$ cat src/hdl/routerPkg.sv
package routerPkg;

  // ****************************************
  // sizes
  // ****************************************
  localparam int numPorts     = 5;
  localparam int lenWidth     = 12;
  localparam int dataWidth    = 16;
  localparam int portIdxWidth = 3;
  localparam int stateWidth   = numPorts + 1;

  // ****************************************
  // encodings
  // ****************************************
  typedef enum logic [2:0] {
    flitNone = 3'd0,
    flitHead = 3'd1,
    flitBody = 3'd2,
    flitTail = 3'd3
  } flitKind;

  // bit 0 is idle, bits 1 to 5 follow the port order.
  typedef enum logic [stateWidth-1:0] {
    gIdle  = 6'b000001,
    gLocal = 6'b000010,
    gNorth = 6'b000100,
    gEast  = 6'b001000,
    gWest  = 6'b010000,
    gSouth = 6'b100000
  } grantState;

  typedef struct packed {
    logic                 req;
    flitKind              flitId;
    logic [lenWidth-1:0]  length;
    logic [dataWidth-1:0] data;
  } portIn;

  typedef struct packed {
    logic                    valid;
    logic [portIdxWidth-1:0] port;
    logic [dataWidth-1:0]    data;
  } flitOut;

  // returns 0 for gIdle, which callers must qualify themselves.
  function automatic logic [portIdxWidth-1:0] grantIndex(grantState g);
    logic [portIdxWidth-1:0] idx;
    idx = '0;
    for (int i = 0; i < numPorts; i++)
    begin
      if (g[i+1])
        idx = portIdxWidth'(i);
    end
    return idx;
  endfunction

endpackage

$ cat src/hdl/grantTimer.sv
`timescale 1ns/1ps

module grantTimer (
  input  logic                          clk,
  input  logic                          rst,
  input  routerPkg::flitKind            flitId,
  input  logic [routerPkg::lenWidth-1:0] length,
  input  logic                          runTimer,
  output logic                          timesUp
);

  logic [routerPkg::lenWidth-1:0] limit;
  logic [routerPkg::lenWidth-1:0] count;

  always_ff @(posedge clk)
  begin
    if (rst)
    begin
      limit <= '0;
      count <= '0;
    end
    else
    begin
      if (flitId == routerPkg::flitHead)
        limit <= length;  // a header loads the limit even without a grant.
      if (runTimer)
        count <= count + 1'b1;
      else
        count <= '0;  // the count restarts with every new grant.
    end
  end

  assign timesUp = (count == limit);

  // the arbiter only runs the timer before it expires, so a running count
  // stays below the limit unless a header shrinks it during a grant.
  countBelowLimit: assert property (
    @(posedge clk) disable iff (rst)
    runTimer |-> (count < limit)
  ) else $error("grantTimer: count %0d passed limit %0d while running", count, limit);

endmodule

$ cat src/hdl/rotatingArbiter.sv
`timescale 1ns/1ps

module rotatingArbiter (
  input  logic                 clk,
  input  logic                 rst,
  input  routerPkg::portIn     ports [routerPkg::numPorts],
  output routerPkg::grantState grant
);

  logic [routerPkg::numPorts-1:0] reqVec;
  logic [routerPkg::numPorts-1:0] runTimer;
  logic [routerPkg::numPorts-1:0] timesUp;
  routerPkg::grantState           nextGrant;

  // ****************************************
  // per-port grant timers
  // ****************************************
  for (genvar p = 0; p < routerPkg::numPorts; p++)
  begin : timerGen
    assign reqVec[p] = ports[p].req;

    grantTimer i_grantTimer (
      .clk      (clk),
      .rst      (rst),
      .flitId   (ports[p].flitId),
      .length   (ports[p].length),
      .runTimer (runTimer[p]),
      .timesUp  (timesUp[p])
    );
  end

  // ****************************************
  // grant state machine
  // ****************************************
  always_ff @(posedge clk)
  begin
    if (rst)
      grant <= routerPkg::gIdle;
    else
      grant <= nextGrant;
  end

  always_comb
  begin : nextStateLogic
    int                              cur;
    int                              idx;
    logic [routerPkg::stateWidth-1:0] oneHot;
    oneHot   = routerPkg::gIdle;
    runTimer = '0;
    idx      = 0;
    cur      = int'(routerPkg::grantIndex(grant));
    if (grant == routerPkg::gIdle)
    begin
      // fixed order from idle, local first.
      for (int i = routerPkg::numPorts - 1; i >= 0; i--)
      begin
        if (reqVec[i])
          oneHot = routerPkg::stateWidth'(2) << i;
      end
    end
    else if (reqVec[cur] && !timesUp[cur])
    begin
      runTimer[cur] = 1'b1;  // hold the grant for one more cycle.
      oneHot        = grant;
    end
    else
    begin
      // rotate from the port after the current one. Lowest offset wins.
      for (int k = routerPkg::numPorts - 1; k >= 1; k--)
      begin
        idx = cur + k;
        if (idx >= routerPkg::numPorts)
          idx = idx - routerPkg::numPorts;
        if (reqVec[idx])
          oneHot = routerPkg::stateWidth'(2) << idx;
      end
      // an expired sole requester passes through idle before it is granted again.
    end
    nextGrant = routerPkg::grantState'(oneHot);
  end

  // ****************************************
  // checks
  // ****************************************
  legalGrant: assert property (
    @(posedge clk) disable iff (rst)
    grant inside {routerPkg::gIdle, routerPkg::gLocal, routerPkg::gNorth,
                  routerPkg::gEast, routerPkg::gWest, routerPkg::gSouth}
  ) else $error("rotatingArbiter: illegal grant %b", grant);

  singleRunTimer: assert property (
    @(posedge clk) disable iff (rst)
    $onehot0(runTimer)
  ) else $error("rotatingArbiter: several timers running %b", runTimer);

  runOnlyGranted: assert property (
    @(posedge clk) disable iff (rst)
    (|runTimer) |-> (runTimer == grant[routerPkg::numPorts:1])
  ) else $error("rotatingArbiter: timer %b runs for grant %b", runTimer, grant);

endmodule

$ cat src/hdl/switchTraversal.sv
`timescale 1ns/1ps

module switchTraversal (
  input  logic                 clk,
  input  logic                 rst,
  input  routerPkg::grantState grant,
  input  routerPkg::portIn     ports [routerPkg::numPorts],
  output routerPkg::flitOut    outFlit
);

  logic [routerPkg::portIdxWidth-1:0] selIdx;
  logic                               selHit;
  logic                               validQ;
  logic [routerPkg::portIdxWidth-1:0] portQ;
  logic [routerPkg::dataWidth-1:0]    dataQ;

  assign selIdx = routerPkg::grantIndex(grant);
  assign selHit = (grant != routerPkg::gIdle) && ports[selIdx].req;

  always_ff @(posedge clk)
  begin
    if (rst)
      validQ <= 1'b0;
    else
      validQ <= selHit;  // one pulse per flit moved.
  end

  always_ff @(posedge clk)
  begin
    if (selHit)
    begin
      portQ <= selIdx;
      dataQ <= ports[selIdx].data;
    end
  end

  assign outFlit = '{valid: validQ, port: portQ, data: dataQ};

  noFlitFromIdle: assert property (
    @(posedge clk) disable iff (rst)
    outFlit.valid |-> $past(grant != routerPkg::gIdle)
  ) else $error("switchTraversal: flit sent after an idle grant");

endmodule

$ cat src/hdl/switchAllocTop.sv
`timescale 1ns/1ps

module switchAllocTop (
  input  logic                 clk,
  input  logic                 rst,
  input  routerPkg::portIn     ports [routerPkg::numPorts],
  output routerPkg::grantState grant,
  output routerPkg::flitOut    outFlit
);

  // ****************************************
  // allocation
  // ****************************************
  rotatingArbiter i_rotatingArbiter (
    .clk   (clk),
    .rst   (rst),
    .ports (ports),
    .grant (grant)
  );

  // ****************************************
  // traversal
  // ****************************************
  switchTraversal i_switchTraversal (
    .clk     (clk),
    .rst     (rst),
    .grant   (grant),
    .ports   (ports),
    .outFlit (outFlit)  // registered one cycle after the grant.
  );

endmodule

$ cat config.mk
export PLATFORM = sky130hd
export DESIGN_NAME = switchAllocTop
export DESIGN_NICKNAME = d
export VERILOG_FILES = /design/src/hdl/routerPkg.sv /design/src/hdl/grantTimer.sv /design/src/hdl/rotatingArbiter.sv /design/src/hdl/switchTraversal.sv /design/src/hdl/switchAllocTop.sv
export SDC_FILE = /design/constraint.sdc
export NUM_CORES = 1
export LEC_CHECK = 0
export BUFFER_PORTS_ARGS = -buffer_cell sky130_fd_sc_hd__buf_4
export CAP_MARGIN = 20
export CORE_UTILIZATION = 35
export CTS_CLUSTER_SIZE = 20
export DETAILED_ROUTE_END_ITERATION = 8
export PLACE_DENSITY = 0.57
export SETUP_SLACK_MARGIN = 0.4
export SLEW_MARGIN = 20
export SYNTH_ARGS = -nofsm -noshare
export SYNTH_HDL_FRONTEND = slang
export SYNTH_HIERARCHICAL = 1
export SYNTH_SLANG_ARGS = --single-unit
$ cat constraint.sdc
create_clock -name clk -period 4.2 [get_ports clk]
set_clock_uncertainty 0.05 [all_clocks]
set_input_delay 0.21 -clock clk [delete_from_list [all_inputs] [get_ports clk]]
set_output_delay 0.21 -clock clk [all_outputs]
set_load 0.01 [all_outputs]
==> qor.json, run 1 <==
{
  "logic_synthesis": {
    "async_flop_share_pct": 0,
    "syn_area_per_cell_um2": 9.013,
    "syn-num-nets": 1087,
    "synthesis.area_mm2": 0.008238,
    "postSynthRegisterBits": 146,
    "postSynth.topFlopCell": "sky130_fd_sc_hd__dfxtp_1",
    "synth_sequential_area_ratio_pct": 37.79,
    "yosys_warnings": 6,
    "synthCells": 914,
    "ys_types": 77,
    "synth_edf_count": 19
  },
  "global_routing": {
    "grt_start_max_net_pins": 80,
    "antenna_violations_before_repair": 0,
    "global_route.overflow_total": 0,
    "number_of_global_route_vias_before_repair": 7120,
    "grt.total_usage_pct": 18.72,
    "grt_first_pass_wirelength_um": 36130
  },
  "power_and_ir_drop": {
    "power.share.sequential_pct": 30.8,
    "comb_power_share_pct": 42.7,
    "power_density_mw_per_mm2": 514.6,
    "swShare_pct": 36.91,
    "net-switching-power_w": 0.002102,
    "power.leakage_nw": 4.004,
    "max-vdd-ir-drop_uv": 291.8,
    "clock_power_share_pct": 26.5,
    "design_power_total_w": 0.005695,
    "internal_power_w": 0.003593
  },
  "timing": {
    "rsz0062_at_grt": "no",
    "timing.fmax_mhz": 290.4,
    "whs_ns": 0.03976,
    "fin_crit_sh_pct": 82.00,
    "maxSlewHeadroom_pct": 41.34,
    "max_slew.worst_pin.slew_ns": 0.8762,
    "slew_viol_final": 0,
    "fin_setup_tns_ns": 0,
    "timing.final.setup_violations": 0,
    "final-hold-violation-count": 0,
    "final.min_clock_period_ns": 3.444
  },
  "clock_network": {
    "clk_pin_slew_ns": 0.06,
    "ctsRootBufferMaster": "sky130_fd_sc_hd__clkbuf_16",
    "cts-buffers-inserted": 17,
    "cts.sink_count": 146,
    "cts_tree": "yes",
    "clock_tree.buffer_depth": 2,
    "clock_insertion_delay_worst_skew_ns": 0.42,
    "clock_tree.htree_level_count": 4
  },
  "layout": {
    "areaGrowthSynthToFinish_pct": 34.34,
    "final_area_mm2": 0.01107,
    "mostFrequentLayoutCell": "sky130_fd_sc_hd__buf_4",
    "layoutNonFillerInstCount": 1466,
    "design.final.nets": 1313,
    "layout_cell_share_with_drive_strength_beyond_1_pct": 24.11,
    "fillerInstances": 2239,
    "most-common-layout-cells": "sky130_fd_sc_hd__buf_4, sky130_fd_sc_hd__dfxtp_1, sky130_fd_sc_hd__nor2_1",
    "num_antenna_cells": 0
  },
  "route": {
    "route.detailed.wl_per_inst_um": 15.55,
    "wirelength_um": 22800,
    "dr.pass1.iters": 6,
    "vias": 7530,
    "drt_iter0_markers": 485,
    "drc_viols": 0,
    "antenna_violating_nets_post_route": 0,
    "post_drt_via_cell_ratio": 5.136
  },
  "placed_design": {
    "post_dp_cell_area_mm2": 0.009874,
    "routabilityCongestion": 0.8421,
    "place.detailed.instances": 1374,
    "portBuffers": 187,
    "place.detailed.hpwl_um": 15740
  },
  "floorplan": {
    "floorplan.die.height_um": 155.4,
    "die-area_mm2": 0.02415,
    "initial_utilization_pct": 36.06,
    "core_mm2": 0.02285,
    "fp.dieW_um": 155.4,
    "rows": 55,
    "pin_count": 188
  },
  "worst_setup_path": {
    "path_class": "reg -> reg",
    "crit_path_max_fanout": 30,
    "setup.worst_path.start_class": "flip-flop",
    "worst_setup_path_end_kind": "flip-flop",
    "worst-endpoint-required_ns": 4.48,
    "worstPathArrival_ns": 3.73
  },
  "flow_run": {
    "drv_cap": 0
  },
  "run_status": {
    "outcome": "finished clean"
  },
  "hold_path": {
    "hp-class": "in -> reg"
  }
}
-- what timing repair did --
item	CTS	global route
hold buffers	60	0
endpoints found under the hold margin	60	0
gates resized for setup	0	0
setup buffers	0	0
-- cell families (layout without fill, tap and decap cells) --
group / count (synthesis) / count (layout) / share of synthesized area [%]
muxes: 73 / 73 / 8.915
DFF: 146 / 146 / 37.79
buffers and inverters: 76 / 315 / 4.222
AOI/OAI and AO/OA: 173 / 173 / 14.75
and+or+nand+nor: 359 / 359 / 24.57
adders and majority gates: 11 / 11 / 1.671
xor gates and xnor gates: 76 / 76 / 8.080
-- registers in the layout, indices dropped and copies added, names as in the netlist --
register / cells
i_rotatingArbiter/grant: 6
i_switchTraversal/dataQ: 16
i_switchTraversal/validQ: 1
i_rotatingArbiter/timerGen.i_grantTimer/limit: 60
i_switchTraversal/portQ: 3
i_rotatingArbiter/timerGen.i_grantTimer/count: 60
-- layout make-up --
| cell class | instances | area [um^2] | area share [%] |
|---|---|---|---|
| clock buffers | 19 | 464.2 | 4.194 |
| clock inverters | 13 | 121.4 | 1.097 |
| inverters | 25 | 93.84 | 0.8479 |
| multi-input cells | 692 | 4790 | 43.28 |
| flip-flops and latches | 146 | 3115 | 28.15 |
| well taps | 313 | 391.6 | 3.539 |
| repair buffers | 258 | 2091 | 18.89 |
-- per-stage QoR --
stage	setup slack (ns)	utilization [%]
final	0.7560	48.44
after detailed placement	0.7984	43.22
after CTS	0.7823	48.41
after floorplan	1.193	-
after global routing	0.5822	48.44
after global placement	0.8706	43.14
-- per-layer routing --
layer,GRT usage (%),vias to the layer above,routed length [um]
li1,-,3747,-
met1,23.73,3526,10470
met2,32.05,236,10770
met3,4.039,21,1291
met4,4.855,0,254
met5,0,-,0
-- worst paths after layout --
| kind | slack, ns | startpoint | to | depth (start not counted) |
|---|---|---|---|---|
| max | 0.76 | i_rotatingArbiter/grant[4]$_SDFFE_PP0P_ | i_rotatingArbiter/grant[5]$_SDFFE_PP0P_ | 10 |
| min | 0.04 | ports[10] | i_switchTraversal/dataQ[10]$_DFFE_PP_ | 2 |
| max reg2reg | 0.76 | i_rotatingArbiter/grant[4]$_SDFFE_PP0P_ | i_rotatingArbiter/grant[5]$_SDFFE_PP0P_ | 10 |
| min reg2reg | 0.44 | flip-flop | flip-flop | 2 |
-- critical path: stages (launching register included) --
cell and delay [ns]:
sky130_fd_sc_hd__dfxtp_2 0.71, sky130_fd_sc_hd__nor2_1 0.18, sky130_fd_sc_hd__nor2_1 0.23, sky130_fd_sc_hd__inv_1 0.10
sky130_fd_sc_hd__ha_1 0.54, sky130_fd_sc_hd__a21oi_2 0.10, sky130_fd_sc_hd__or4_1 0.39, sky130_fd_sc_hd__and4_1 0.29
sky130_fd_sc_hd__nand4b_4 0.19, sky130_fd_sc_hd__a311o_1 0.38, sky130_fd_sc_hd__a221oi_2 0.20
-- cells in the mapped netlist, types with 7 or more instances --
cell type | instances | area, um^2
sky130_fd_sc_hd__xor2_1 | 10 | 87.58
sky130_fd_sc_hd__a41oi_2 | 10 | 162.7
sky130_fd_sc_hd__or4_1 | 11 | 82.58
sky130_fd_sc_hd__nor4_1 | 8 | 50.05
sky130_fd_sc_hd__o31ai_1 | 15 | 112.6
sky130_fd_sc_hd__nor2b_1 | 28 | 175.2
sky130_fd_sc_hd__nor2_1 | 101 | 379.1
sky130_fd_sc_hd__nand2b_1 | 15 | 93.84
sky130_fd_sc_hd__nand3b_1 | 20 | 150.1
sky130_fd_sc_hd__nand2_1 | 50 | 187.7
sky130_fd_sc_hd__or3_1 | 16 | 100.1
sky130_fd_sc_hd__buf_2 | 19 | 95.09
sky130_fd_sc_hd__and2_1 | 7 | 43.79
sky130_fd_sc_hd__o21ai_0 | 36 | 180.2
sky130_fd_sc_hd__inv_1 | 23 | 86.33
sky130_fd_sc_hd__clkbuf_1 | 22 | 82.58
sky130_fd_sc_hd__a21oi_1 | 50 | 250.2
sky130_fd_sc_hd__nand4_1 | 24 | 150.1
sky130_fd_sc_hd__xnor2_1 | 66 | 578.1
sky130_fd_sc_hd__edfxtp_1 | 19 | 570.6
sky130_fd_sc_hd__nand3_1 | 27 | 135.1
sky130_fd_sc_hd__mux2i_1 | 70 | 700.7
sky130_fd_sc_hd__nor3_1 | 11 | 55.05
sky130_fd_sc_hd__ha_1 | 11 | 137.6
sky130_fd_sc_hd__dfxtp_1 | 127 | 2542
-- power groups by stage --
stage	registers, W	logic (W)	clock network (W)
finish	0.00175	0.00243	0.00151
global route	0.00177	0.00267	0.00162
CTS	0.00175	0.00242	0.00156
detailed placement	0.00179	0.00237	0
global placement	0.00178	0.00238	0
floorplan	0.00181	0.00163	0
Power figures use the tool's default switching activity.
==> inputs of run 2 (changes only) <==
- clock period: 4.2 -> 3.25 ns (I/O delays scaled with it)
==> run 2 against run 1 <==
Critical path depth stayed put. Cell area is 1.1% higher. Largest power group unchanged. Fmax is 29% higher. Highest routed layer unchanged. Global-route usage is 0.14 points higher. Die area stayed put. Cell count is 0.75% higher.
==> qor.json, run 2 (synthesis gave the netlist of run 1 again) <==
{
  "layout": {
    "fillerInstances": {"value": 2233, "change": "-0.27%"},
    "layout.area.seq": {"value": 0.003118, "unit": "mm^2", "change": "about the same"},
    "multi_input_area": {"value": 0.004822, "unit": "mm^2", "change": "+0.68%"},
    "final_area": {"value": 0.01119, "unit": "mm^2", "change": "+1.1%"},
    "design.final.nets": {"value": 1324, "change": "+0.84%"},
    "most-common-layout-cells": "sky130_fd_sc_hd__buf_4, sky130_fd_sc_hd__dfxtp_1, sky130_fd_sc_hd__nor2_1",
    "layout_cell_share_with_drive_strength_beyond_1": {"value": 25.34, "unit": "%", "change": "+1.2 points"},
    "num_antenna_cells": {"value": 0, "change": "unchanged"},
    "largestRegisters": "i_rotatingArbiter/timerGen.i_grantTimer/count x60, i_rotatingArbiter/timerGen.i_grantTimer/limit x60, i_switchTraversal/dataQ x16",
    "areaGrowthSynthToFinish_pct": 35.87,
    "mostFrequentLayoutCell": "sky130_fd_sc_hd__buf_4"
  },
  "placed_design": {
    "portBuffers": {"value": 187, "change": "unchanged"},
    "place.detailed.hpwl": {"value": 16070, "unit": "um", "change": "+2.1%"},
    "routabilityCongestion": {"value": 0.8655, "change": "+2.8%"},
    "post_dp_cell_area": {"value": 0.009950, "unit": "mm^2", "change": "+0.76%"}
  },
  "global_routing": {
    "antenna_violations_before_repair": {"value": 0, "change": "unchanged"},
    "global_route.overflow_total": {"value": 0, "change": "unchanged"},
    "grt_start_max_net_pins": {"value": 80, "change": "unchanged"},
    "grt_first_pass_wirelength": {"value": 36270, "unit": "um", "change": "+0.40%"},
    "grt.total_usage": {"value": 18.86, "unit": "%", "change": "+0.14 points"},
    "number_of_global_route_vias_before_repair": {"value": 7179, "change": "+0.83%"}
  },
  "worst_setup_path": {
    "r2r-start": "i_rotatingArbiter/grant[2]$_SDFFE_PP0P_",
    "crit_path_top_delay_cell": "sky130_fd_sc_hd__a2111oi_1",
    "crit_buf_inv": {"value": 1, "change": "unchanged"},
    "worst_setup_path_end_kind": "flip-flop",
    "timing.critical_path.depth": {"value": 10, "change": "unchanged"},
    "reg_to_reg_critical_path_endpoint": "i_rotatingArbiter/grant[3]$_SDFFE_PP0P_",
    "timing.critical_path.cells": "nor2b_2 -> o21ai_4 -> inv_2 -> ha_1 -> nor4_4 -> nor2_2 -> a2111oi_1 -> mux2_1 -> o2111ai_1 -> a311oi_1",
    "critPathMaxStageDelay": {"value": 0.37, "unit": "ns", "change": "-0.34 ns"},
    "startpoint": "i_rotatingArbiter/grant[2]$_SDFFE_PP0P_",
    "setup.worst_path.start_class": "flip-flop",
    "path_class": "reg -> reg",
    "worst-endpoint-required": {"value": 3.53, "unit": "ns", "change": "-0.95 ns"},
    "timing.critical_path.max_delay_family": "compound AO/OA/AOI/OAI gates",
    "crit_path_max_fanout": {"value": 7, "change": "-77%"},
    "worstPathArrival": {"value": 2.95, "unit": "ns", "change": "-0.78 ns"},
    "worst_setup_path_endpoint": "i_rotatingArbiter/grant[3]$_SDFFE_PP0P_",
    "reg2reg_depth": {"value": 10, "change": "unchanged"},
    "r2r_setup_slack": {"value": 0.57, "unit": "ns", "change": "-0.18 ns"}
  },
  "clock_network": {
    "clock_tree.buffer_depth": {"value": 2, "change": "unchanged"},
    "cts-buffers-inserted": {"value": 17, "change": "unchanged"},
    "cts.sink_count": {"value": 146, "change": "unchanged"},
    "ctsRootBufferMaster": "sky130_fd_sc_hd__clkbuf_16",
    "clock_insertion_delay_worst_skew": {"value": 0.43, "unit": "ns", "change": "about the same"},
    "clk_pin_slew": {"value": 0.06, "unit": "ns", "change": "about the same"},
    "clock_tree.htree_level_count": {"value": 4, "change": "unchanged"},
    "cts_tree": "yes"
  },
  "route": {
    "drc_viols": {"value": 0, "change": "unchanged"},
    "vias": {"value": 7612, "change": "+1.1%"},
    "drt_iter0_markers": {"value": 499, "change": "+2.9%"},
    "route.detailed.wl_per_inst": {"value": 15.63, "unit": "um", "change": "+0.52%"},
    "wirelength": {"value": 23090, "unit": "um", "change": "+1.3%"},
    "post_drt_via_cell_ratio": {"value": 5.154, "change": "+0.34%"},
    "dr.pass1.iters": {"value": 5, "change": "-1"},
    "antenna_violating_nets_post_route": {"value": 0, "change": "unchanged"}
  },
  "power_and_ir_drop": {
    "comb_power_share": {"value": 44.0, "unit": "%", "change": "+1.3 points"},
    "clock_power_share": {"value": 26.4, "unit": "%", "change": "about the same"},
    "net-switching-power": {"value": 0.002859, "unit": "W", "change": "+36%"},
    "max-vdd-ir-drop": {"value": 354.8, "unit": "uV", "change": "+22%"},
    "power_density": {"value": 675.0, "unit": "mW/mm^2", "change": "+31%"},
    "internal_power": {"value": 0.004696, "unit": "W", "change": "+31%"},
    "swShare": {"value": 37.85, "unit": "%", "change": "+0.94 points"},
    "power.leakage": {"value": 4.059, "unit": "nW", "change": "+1.4%"},
    "power.share.sequential": {"value": 29.6, "unit": "%", "change": "-1.2 points"}
  },
  "timing": {
    "timing.final.setup_violations": {"value": 0, "change": "unchanged"},
    "max_slew.worst_pin.slew": {"value": 0.8569, "unit": "ns", "change": "-0.01932 ns"},
    "final.min_clock_period": {"value": 2.675, "unit": "ns", "change": "-0.7689 ns"},
    "timing.fmax": {"value": 373.8, "unit": "MHz", "change": "+29%"},
    "whs": {"value": 0.03944, "unit": "ns", "change": "-0.0003216 ns"},
    "fin_setup_tns": {"value": 0, "unit": "ns", "change": "unchanged"},
    "rsz0062_at_grt": "yes",
    "final-hold-violation-count": {"value": 0, "change": "unchanged"},
    "maxSlewHeadroom": {"value": 42.88, "unit": "%", "change": "+1.5 points"},
    "fin_crit_sh": {"value": 82.31, "unit": "%", "change": "+0.31 points"},
    "slew_viol_final": {"value": 0, "change": "unchanged"}
  },
  "run_status": {
    "outcome": "finished clean"
  },
  "hold_path": {
    "hp-class": "in -> reg"
  },
  "floorplan": {
    "pin_count": {"value": 188, "change": "unchanged"},
    "floorplan.die.height": {"value": 155.4, "unit": "um", "change": "unchanged"},
    "initial_utilization": {"value": 36.06, "unit": "%", "change": "unchanged"},
    "rows": {"value": 55, "change": "unchanged"},
    "die-area": {"value": 0.02415, "unit": "mm^2", "change": "unchanged"},
    "core": {"value": 0.02285, "unit": "mm^2", "change": "unchanged"},
    "fp.dieW": {"value": 155.4, "unit": "um", "change": "unchanged"}
  },
  "flow_run": {
    "drv_cap": {"value": 0, "change": "unchanged"}
  }
}
run 2: power groups by stage:
stage	registers [W]	clock network, W	logic, W
6_report	0.00224	0.00199	0.00332
4_1_cts	0.00224	0.00205	0.00327
2_1_floorplan	0.00234	0	0.00214
5_1_grt	0.00226	0.00213	0.00362
3_5_place_dp	0.00228	0	0.00320
3_3_place_gp	0.00227	0	0.00321
run 2: worst min-delay path by stage:
stage / from / to / slack [ns] / cells past startpoint
after floorplan: rst / i_rotatingArbiter/grant[5]$_SDFFE_PP0P_ / 0.17 / 1
after global placement: ports[55] / flip-flop / 0.34 / 3
after detailed placement: ports[115] / flip-flop / 0.35 / 3
after CTS: ports[95] / i_rotatingArbiter/grant[3]$_SDFFE_PP0P_ / 0.02 / 3
after global routing: ports[4] / i_switchTraversal/dataQ[4]$_DFFE_PP_ / 0.04 / 3
final: ports[95] / i_rotatingArbiter/grant[3]$_SDFFE_PP0P_ / 0.04 / 3
run 2: worst reg2reg max path: stages, from the launching register on:
cell                        delay [ns]
sky130_fd_sc_hd__dfxtp_2          0.31
sky130_fd_sc_hd__nor2b_2          0.16
sky130_fd_sc_hd__o21ai_4          0.21
sky130_fd_sc_hd__inv_2            0.13
sky130_fd_sc_hd__ha_1             0.30
sky130_fd_sc_hd__nor4_4           0.34
sky130_fd_sc_hd__nor2_2           0.11
sky130_fd_sc_hd__a2111oi_1        0.37
sky130_fd_sc_hd__mux2_1           0.19
sky130_fd_sc_hd__o2111ai_1        0.11
sky130_fd_sc_hd__a311oi_1         0.29
run 2: metrics by stage:
step | power, W | cells | utilization (%) | worst slack, ns
2_1_floorplan | 0.004490 | 914 | - | 0.4104
3_3_place_gp | 0.005481 | 1382 | 43.55 | 0.5671
3_5_place_dp | 0.005476 | 1382 | 43.55 | 0.5205
4_1_cts | 0.007556 | 1475 | 48.83 | 0.5077
5_1_grt | 0.008004 | 1477 | 48.99 | 0.3435
6_report | 0.007555 | 1477 | 48.99 | 0.5750
run 2: timing repair:
action                                 4_1_cts  5_1_grt
setup buffers                                0        2
endpoints found under the hold margin       61        0
hold buffers                                61        0
gates resized for setup                      0        5
setup endpoints to repair                    0        7
run 2: layout make-up:
type / instances / area share [%]
multi-input combinational: 692 / 43.08
timing repair buffer: 269 / 19.41
clock buffer: 17 / 3.801
tap: 313 / 3.499
clock inverter: 15 / 1.520
sequential: 146 / 27.86
inverter: 25 / 0.8384
run 2: metal layers:
metal | track usage [%] | up-vias | wire length [um]
met5 | 0 | - | 0
met4 | 6.256 | 0 | 530
met3 | 4.262 | 43 | 1346
met2 | 32.07 | 274 | 10680
met1 | 23.47 | 3510 | 10530
li1 | - | 3785 | -
